### src/include/seven_segment_font.svh
//**************************************************************************
// seven segment font, active low patterns for segments g down to a
//**************************************************************************

// bit 6 is segment g, bit 0 is segment a, a zero lights the segment
function automatic logic [6:0] segment_pattern(
	input logic [3:0] nybble,
	input logic       blank
);
	logic [6:0] lit; // active high while building
	case (nybble)
		4'd0:    lit = 7'b0111111;
		4'd1:    lit = 7'b0000110;
		4'd2:    lit = 7'b1011011;
		4'd3:    lit = 7'b1001111;
		4'd4:    lit = 7'b1100110;
		4'd5:    lit = 7'b1101101;
		4'd6:    lit = 7'b1111101;
		4'd7:    lit = 7'b0000111;
		4'd8:    lit = 7'b1111111;
		4'd9:    lit = 7'b1101111;
		default: lit = 7'b0000000; // not a decimal digit, show nothing
	endcase
	if (blank) begin
		lit = 7'b0000000;
	end
	return ~lit; // common anode, cathodes pull low
endfunction

### src/design/display_pkg.sv
//**************************************************************************
// display package: widths, timing constants and the shared BCD word type
// for the event counter, the BCD converter and the digit scanner
//**************************************************************************

package display_pkg;

	// count and display sizes
	localparam int binary_width  = 20; // count width, max 1048575
	localparam int digit_count   = 7;  // seven digits hold 1048575
	localparam int nybble_width  = 4;  // one BCD digit
	localparam int segment_count = 8;  // g..a plus decimal point
	localparam int bcd_width     = nybble_width * digit_count;

	// timing
	localparam int tick_period = 12; // clocks per count tick, keep a multiple of three
	localparam int scan_dwell  = 8;  // clocks each digit stays lit
	localparam int dp_digit    = 3;  // thousands mark

	// prescaler runs one third of the tick period, the token ring does the rest
	localparam int prescale_period = tick_period / 3;
	localparam int prescale_width  = $clog2(prescale_period);

	// counter widths derived from the above
	localparam int bit_count_width   = $clog2(binary_width + 1);
	localparam int dwell_width       = $clog2(scan_dwell);
	localparam int digit_index_width = $clog2(digit_count);

	// one BCD word, seen flat by the shifter and per digit by the scanner
	typedef union packed {
		logic [bcd_width-1:0]                      flat;
		logic [digit_count-1:0][nybble_width-1:0] digit;
	} bcd_word_t;

endpackage

### src/design/bin_to_bcd.sv
//**************************************************************************
// binary to BCD converter, sequential double dabble, one bit per clock
//**************************************************************************

`timescale 1ns/1ns

module bin_to_bcd
	import display_pkg::*;
(
	input  logic                    clock,
	input  logic                    arst_n,
	input  logic                    start,     // sample binary_in, restarts a running conversion
	input  logic [binary_width-1:0] binary_in,
	output bcd_word_t               bcd_value, // result, valid from done onward
	output logic                    done       // one clock, new result
);

	bcd_word_t                  shift_bcd; // BCD half of the shifter
	bcd_word_t                  adjusted;  // digits after add-three
	bcd_word_t                  next_bcd;  // digits after this step's shift
	logic [binary_width-1:0]    shift_bin; // binary bits still to go, msb first
	logic [bit_count_width-1:0] bit_count; // shifts left in this run
	logic                       busy;
	logic                       last_step;

	// add three to every digit of five or more, so the shift carries correctly
	always_comb begin
		adjusted = shift_bcd;
		for (int i = 0; i < digit_count; i++) begin
			if (shift_bcd.digit[i] >= 4'd5) begin
				adjusted.digit[i] = shift_bcd.digit[i] + 4'd3;
			end
		end
	end

	// shift left by one, next binary bit enters at the bottom
	assign next_bcd.flat = {adjusted.flat[bcd_width-2:0], shift_bin[binary_width-1]};

	assign last_step = busy && !start && (bit_count == bit_count_width'(1));

	// control: bit counter and done strobe
	always_ff @(posedge clock or negedge arst_n) begin
		if (!arst_n) begin
			busy      <= 1'b0;
			bit_count <= '0;
			done      <= 1'b0;
		end else begin
			done <= 1'b0;
			if (start) begin
				busy      <= 1'b1; // a start always wins, even mid run
				bit_count <= bit_count_width'(binary_width);
			end else if (busy) begin
				bit_count <= bit_count - 1'b1;
				if (last_step) begin
					busy <= 1'b0;
					done <= 1'b1; // lines up with bcd_value below
				end
			end
		end
	end

	// datapath
	always_ff @(posedge clock) begin
		if (start) begin
			shift_bcd.flat <= '0;
			shift_bin      <= binary_in;
		end else if (busy) begin
			shift_bcd <= next_bcd;
			shift_bin <= shift_bin << 1;
		end
		if (last_step) begin
			bcd_value <= next_bcd; // only touched once the run is complete
		end
	end

	// done lands exactly binary_width plus one clocks after its start
	a_done_latency: assert property (
		@(posedge clock) disable iff (!arst_n)
		done |-> $past(start, binary_width + 1)
	) else $error("conversion latency wrong");

	// a finished word holds decimal digits only
	for (genvar d = 0; d < digit_count; d++) begin : g_digit_check
		a_decimal: assert property (
			@(posedge clock) disable iff (!arst_n)
			done |-> (bcd_value.digit[d] <= 4'd9)
		) else $error("digit %0d of result is not decimal", d);
	end

endmodule

### src/design/counter_display_top.sv
//**************************************************************************
// counter display top: event counter feeding a BCD converter that feeds
// a multiplexed seven digit common anode display
//**************************************************************************

`timescale 1ns/1ns

module counter_display_top
	import display_pkg::*;
(
	input  logic                     clock,
	input  logic                     arst_n,
	input  logic                     run,        // count ticks while high
	input  logic                     load,       // preset the count
	input  logic [binary_width-1:0]  load_value,
	output logic [segment_count-1:0] cathode,    // active low, dp in bit zero
	output logic [digit_count-1:0]   anode,      // active high, one-hot
	output logic                     frame_sync  // start of each scan frame
);

	logic [binary_width-1:0] count_value;
	logic                    count_changed; // starts a conversion
	bcd_word_t               bcd_value;
	logic                    bcd_done;      // result ready for the scanner

	// count source
	tick_counter u_tick_counter (
		.clock         (clock),
		.arst_n        (arst_n),
		.run           (run),
		.load          (load),
		.load_value    (load_value),
		.count_value   (count_value),
		.count_changed (count_changed)
	);

	// every count change restarts the conversion
	bin_to_bcd u_bin_to_bcd (
		.clock     (clock),
		.arst_n    (arst_n),
		.start     (count_changed),
		.binary_in (count_value),
		.bcd_value (bcd_value),
		.done      (bcd_done)
	);

	// display side
	digit_scanner u_digit_scanner (
		.clock      (clock),
		.arst_n     (arst_n),
		.bcd_value  (bcd_value),
		.bcd_done   (bcd_done),
		.cathode    (cathode),
		.anode      (anode),
		.frame_sync (frame_sync)
	);

endmodule

### src/design/digit_scanner.sv
//**************************************************************************
// digit scanner: one digit lit at a time, leading zero blanking,
// fixed decimal point and a frame sync at the start of digit zero
//**************************************************************************

`timescale 1ns/1ns

module digit_scanner
	import display_pkg::*;
(
	input  logic                     clock,
	input  logic                     arst_n,
	input  bcd_word_t                bcd_value,
	input  logic                     bcd_done,   // copy bcd_value on this pulse
	output logic [segment_count-1:0] cathode,    // g..a then dp in bit zero, active low
	output logic [digit_count-1:0]   anode,      // active high, one-hot
	output logic                     frame_sync  // first clock of digit zero
);

	`include "seven_segment_font.svh"

	bcd_word_t                    display_word; // word being shown
	logic [dwell_width-1:0]       dwell;        // clocks into the current digit
	logic [digit_index_width-1:0] digit_index;  // digit currently lit
	logic [digit_index_width-1:0] next_index;
	logic [digit_count-1:0]       blank_digit;  // leading zero flags
	logic                         dwell_wrap;
	logic                         next_dp;

	assign dwell_wrap = (dwell == dwell_width'(scan_dwell - 1));
	assign next_index = (digit_index == digit_index_width'(digit_count - 1))
		? '0 : digit_index + 1'b1;
	assign next_dp = (next_index == digit_index_width'(dp_digit));

	// a digit is blank when it and everything above it are zero
	always_comb begin
		logic higher_zero;
		higher_zero = 1'b1;
		for (int i = digit_count - 1; i >= 0; i--) begin
			higher_zero    = higher_zero && (display_word.digit[i] == 4'd0);
			blank_digit[i] = higher_zero && (i != 0); // units digit always shows
		end
	end

	// display register, zero after reset so a single 0 shows
	always_ff @(posedge clock or negedge arst_n) begin
		if (!arst_n) begin
			display_word.flat <= '0;
		end else if (bcd_done) begin
			display_word <= bcd_value;
		end
	end

	// scan: dwell counter, anode rotation and the digit's cathode pattern
	always_ff @(posedge clock or negedge arst_n) begin
		if (!arst_n) begin
			dwell       <= '0;
			digit_index <= '0;
			anode       <= digit_count'(1); // digit zero lit
			frame_sync  <= 1'b0;
			cathode     <= {segment_pattern(4'd0, 1'b0), 1'b1}; // "0", dp off
		end else begin
			frame_sync <= 1'b0;
			if (dwell_wrap) begin
				dwell       <= '0;
				digit_index <= next_index;
				anode       <= {anode[digit_count-2:0], anode[digit_count-1]}; // move up one digit
				// new word takes effect here, at the digit boundary
				cathode     <= {segment_pattern(display_word.digit[next_index],
					blank_digit[next_index]), ~next_dp};
				frame_sync  <= (next_index == '0); // back to the units digit
			end else begin
				dwell <= dwell + 1'b1;
			end
		end
	end

	// never two digits at once, never dark
	a_anode_onehot: assert property (
		@(posedge clock) disable iff (!arst_n)
		$onehot(anode)
	) else $error("anode not one-hot");

	// anode and digit index move together
	a_anode_index: assert property (
		@(posedge clock) disable iff (!arst_n)
		anode[digit_index]
	) else $error("anode out of step with digit index");

endmodule

### src/design/tick_counter.sv
//**************************************************************************
// event counter: prescaler plus three stage token ring make the count tick,
// binary count is loadable and flags every change
//**************************************************************************

`timescale 1ns/1ns

module tick_counter
	import display_pkg::*;
(
	input  logic                    clock,
	input  logic                    arst_n,
	input  logic                    run,        // count on ticks while high
	input  logic                    load,       // preset strobe, wins over counting
	input  logic [binary_width-1:0] load_value,
	output logic [binary_width-1:0] count_value,
	output logic                    count_changed // one clock, with the new value
);

	logic [prescale_width-1:0] prescale; // clocks within one token stage
	logic [2:0]                token;    // rotating one-hot stage
	logic                      prescale_wrap;
	logic                      tick;

	assign prescale_wrap = (prescale == prescale_width'(prescale_period - 1));
	assign tick = prescale_wrap && token[0]; // once per full ring turn

	// prescaler and token ring, both restart on load
	always_ff @(posedge clock or negedge arst_n) begin
		if (!arst_n) begin
			prescale <= '0;
			token    <= 3'b001;
		end else if (load) begin
			prescale <= '0;
			token    <= 3'b001;
		end else if (prescale_wrap) begin
			prescale <= '0;
			token    <= {token[1:0], token[2]}; // barrel shift one stage
		end else begin
			prescale <= prescale + 1'b1;
		end
	end

	// the count itself
	always_ff @(posedge clock or negedge arst_n) begin
		if (!arst_n) begin
			count_value   <= '0;
			count_changed <= 1'b0;
		end else begin
			count_changed <= 1'b0; // default, pulse only
			if (load) begin
				count_value   <= load_value;
				count_changed <= 1'b1;
			end else if (tick && run) begin
				count_value   <= count_value + 1'b1; // wraps from all ones to zero
				count_changed <= 1'b1;
			end
		end
	end

	// a lost or doubled token would skew the tick period
	a_token_onehot: assert property (
		@(posedge clock) disable iff (!arst_n)
		$onehot(token)
	) else $error("token ring lost its single token");

endmodule

### config.mk
export PLATFORM = sky130hd
export DESIGN_NAME = counter_display_top
export DESIGN_NICKNAME = d
export VERILOG_FILES = /design/src/design/display_pkg.sv /design/src/design/bin_to_bcd.sv /design/src/design/counter_display_top.sv /design/src/design/digit_scanner.sv /design/src/design/tick_counter.sv
export VERILOG_INCLUDE_DIRS = /design/src /design/src/include
export SDC_FILE = /design/constraint.sdc
export NUM_CORES = 1
export LEC_CHECK = 0
export BUFFER_PORTS_ARGS = -buffer_cell sky130_fd_sc_hd__buf_2
export CORE_MARGIN = 2
export CORE_UTILIZATION = 61
export DETAILED_ROUTE_END_ITERATION = 16
export PLACE_DENSITY = 0.9
export SYNTH_ARGS = -nofsm -noshare
export SYNTH_HDL_FRONTEND = slang
export SYNTH_SLANG_ARGS = --single-unit
### constraint.sdc
create_clock -name clock -period 2.5 [get_ports clock]
set_input_delay 0 -clock clock [delete_from_list [all_inputs] [get_ports clock]]
set_output_delay 0 -clock clock [all_outputs]
set_load 0.01 [all_outputs]
==> metrics.txt <==
Tcrit/Tclk final=92.6%; GRT Total Usage=24.6%; CP arrival=2620 ps; endpoints failing setup=0; mux cell area share after synthesis=12.8%; Ports=40; Clock power frac=38.8%; post-synth top area share=26.7%; Leak Pwr=3.82 nW; standard-cell rows=40; Antenna diodes=0; Psw=0.00164 W; clock skew=11.5 ps; critical path type=reg -> reg; synth top area cells=dfrtp_1, edfxtp_1, mux2_2, dfxtp_1, mux2i_1; Hold EP=u_tick_counter.token[1]$_DFFE_PN0P_; largest area contributor in the netlist=dfrtp_1; Nets=763; Relative slew margins=30.5%; RR Endpoint=u_digit_scanner.cathode[5]$_DFFE_PN0P_; drt drc=0; CTS tree=yes; Num CTS Buffers=17; most numerous cell in the Yosys netlist=dfrtp_1; initial antenna violation count=0; post-synthesis sequential area ratio=55.1%; Remaining Overflow, GRT=0; total clock sinks=159; unrepaired setup endpoints after global routing=false; max cap viols=0; Fmax=432 MHz; Post-synth top cells=dfrtp_1, nand2_1, nor2_1; Clock Pin Slew Worst Setup and Hold Paths=60 ps; Final Hold Slack=129 ps; Reg2Reg Launch Point=u_digit_scanner.digit_index[1]$_DFFE_PN0P_; Area Growth Syn to Fin=14.9%; switching part of the total=26.0%; Hold Path Class=in -> reg; total setup buffers inserted after CTS=0; WL per Instance=16.8 µm; ys async rst share=52.2%; Flop pwr share=49.3%; Routed WL=14.7 mm; Hold Vio Cnt, Final=0; Die Height=114 µm; Port Buffers=39; R2R Setup Slk=190 ps; Distinct cells, synth=60; Initial Util=62.0%; compound-gate portion of the synthesized area=8.47%; min-delay src=load; power per cell area=739 nW/µm²; largest family of logic cells by synthesized area=multiplexers; GPL Wtd Cong=0.843; #FFs+latches synth=159; Critical Path Source Type=flop; CTS max path bufs=2; Primary FF master, synth=dfrtp_1; Vias=5063; post-DP HPWL=9.01 mm; Period minus WS final=2310 ps; R2R cell count=11; vias per inst=5.79; synthesized area=7420 µm²; Die W=114 µm; core area=12000 µm²; Hold Crit Depth=2; worst-path maximum fanout=17; Post-synth EDFFs=48; CTS H-tree lvls=4; number of global-route vias before repair=5216; final non-filler cell total=874; internal power=0.00467 W; max-slew violation count=0; root buf cell=clkbuf_16; worst-skew pair later-pin latency=420 ps; first-pass GRT wire length=25.0 mm; Synth Area in Simple Gates=12.3%; combinational power share=11.9%; Peak VDD IR=0.000684 V; Synth Net Count=701; share of cells above drive strength 1=21.3%; Yosys warnings=0; adder-cell share of the synthesized area=4.22%; Initial DRC Count=289; Mean Syn Cell Area=11.4 µm²; Placed Cells incl. Taps=821; ANT nets after route=0; pin count of the biggest net entering global routing=84; status=finished clean; cell count after synthesis=652; XOR/XNOR Fraction of Synth Area=3.66%; worst-margin pin slew=1040 ps; First-pass DRT Iterations=5; Worst setup EP type=flop; Final TNS setup=0 ps; worst path required time=2800 ps; die area=13100 µm²
flip-flops by register name, summed over array words and instances, names as in the netlist:
name                          count
u_bin_to_bcd.bcd_value           28
u_bin_to_bcd.bit_count            5
u_bin_to_bcd.busy                 1
u_bin_to_bcd.done                 1
u_bin_to_bcd.shift_bcd           28
u_bin_to_bcd.shift_bin           20
u_digit_scanner.anode             7
u_digit_scanner.cathode           8
u_digit_scanner.digit_index       3
u_digit_scanner.display_word     28
u_digit_scanner.dwell             3
u_digit_scanner.frame_sync        1
u_tick_counter.count_changed      1
u_tick_counter.count_value       20
u_tick_counter.prescale           2
u_tick_counter.token              3
worst max-delay path by stage:
| stage | startpoint | end | slack, ps | cells after the start |
|---|---|---|---|---|
| after global placement | u_digit_scanner.digit_index[1]$_DFFE_PN0P_ | u_digit_scanner.cathode[5]$_DFFE_PN0P_ | 140 | 11 |
| final | u_digit_scanner.digit_index[1]$_DFFE_PN0P_ | u_digit_scanner.cathode[5]$_DFFE_PN0P_ | 190 | 11 |
| after floorplan | u_digit_scanner.digit_index[1]$_DFFE_PN0P_ | u_digit_scanner.cathode[5]$_DFFE_PN0P_ | 290 | 12 |
| after detailed placement | u_digit_scanner.digit_index[1]$_DFFE_PN0P_ | u_digit_scanner.cathode[5]$_DFFE_PN0P_ | 70 | 11 |
| after global routing | u_digit_scanner.digit_index[1]$_DFFE_PN0P_ | u_digit_scanner.cathode[5]$_DFFE_PN0P_ | 40 | 11 |
| after CTS | u_digit_scanner.digit_index[1]$_DFFE_PN0P_ | u_digit_scanner.cathode[5]$_DFFE_PN0P_ | 50 | 11 |
repair_timing:
action / 4_1_cts / 5_1_grt
endpoints found under the setup margin: 0 / 5
hold endpoints to repair: 99 / 0
gates resized for setup: 0 / 2
hold buffers: 21 / 0
layout by cell type (no fill, tap or decap), types with 13 or more instances in the layout:
| cell | n |
|---|---|
| a21oi_1 | 18 |
| buf_2 | 38 |
| buf_4 | 13 |
| clkbuf_16 | 17 |
| dfrtp_1 | 78 |
| dfxtp_1 | 28 |
| dlygate4sd3_1 | 21 |
| edfxtp_1 | 48 |
| ha_1 | 25 |
| inv_1 | 30 |
| mux2_2 | 53 |
| mux2i_1 | 35 |
| nand2_1 | 64 |
| nand2b_1 | 19 |
| nor2_1 | 54 |
| o21ai_0 | 41 |
| xnor2_1 | 16 |
| xor2_1 | 15 |
through the flow:
step / setup WS, ps / util, % / instance area [µm²] / power [W]
floorplan: 287 / - / 7420 / 0.00361
global placement: 136 / 64.7 / 7740 / 0.00380
detailed placement: 70.8 / 64.7 / 7740 / 0.00385
CTS: 52.5 / 71.2 / 8520 / 0.00631
global route: 36.8 / 71.3 / 8520 / 0.00656
finish: 186 / 71.3 / 8520 / 0.00630
per-layer routing:
metal	vias to the layer above	track usage, %	share of wire (%)
li1	2414	-	-
met1	2466	28.7	41
met2	159	45.1	53
met3	24	5.40	4.1
met4	0	7.97	1.6
met5	-	0	0
cells by family after synthesis:
group | Yosys count
compound gates | 100
buf+inv | 59
xor+xnor | 31
mux | 88
fa+ha+maj | 25
simple gates | 190
flops | 159
area by class of cell:
class | instances | area (µm²)
inverters | 30 | 113
well taps | 147 | 184
fillers | 788 | 3440
repair buffers | 72 | 498
multi-input cells | 434 | 3080
clock inverters | 15 | 140
clock buffers | 17 | 425
flip-flops and latches | 159 | 4090
power by group through the flow:
stage                     clock [W]  sequential [W]  combinational [W]
after detailed placement          0         0.00314           0.000704
after floorplan                   0         0.00310           0.000512
final                       0.00245         0.00311           0.000749
after CTS                   0.00247         0.00310           0.000743
after global placement            0         0.00313           0.000673
after global routing        0.00259         0.00314           0.000834
critical path: stages (launching register included):
cell      delay, ps
dfrtp_2         510
nand2b_1        200
o22a_1          180
o22ai_1         220
a21oi_2          90
inv_1           110
ha_1            150
inv_1            50
a221o_1         260
o22ai_1         190
a31o_2          190
a21oi_1          40
No activity file was read; power rests on OpenSTA's default activity.
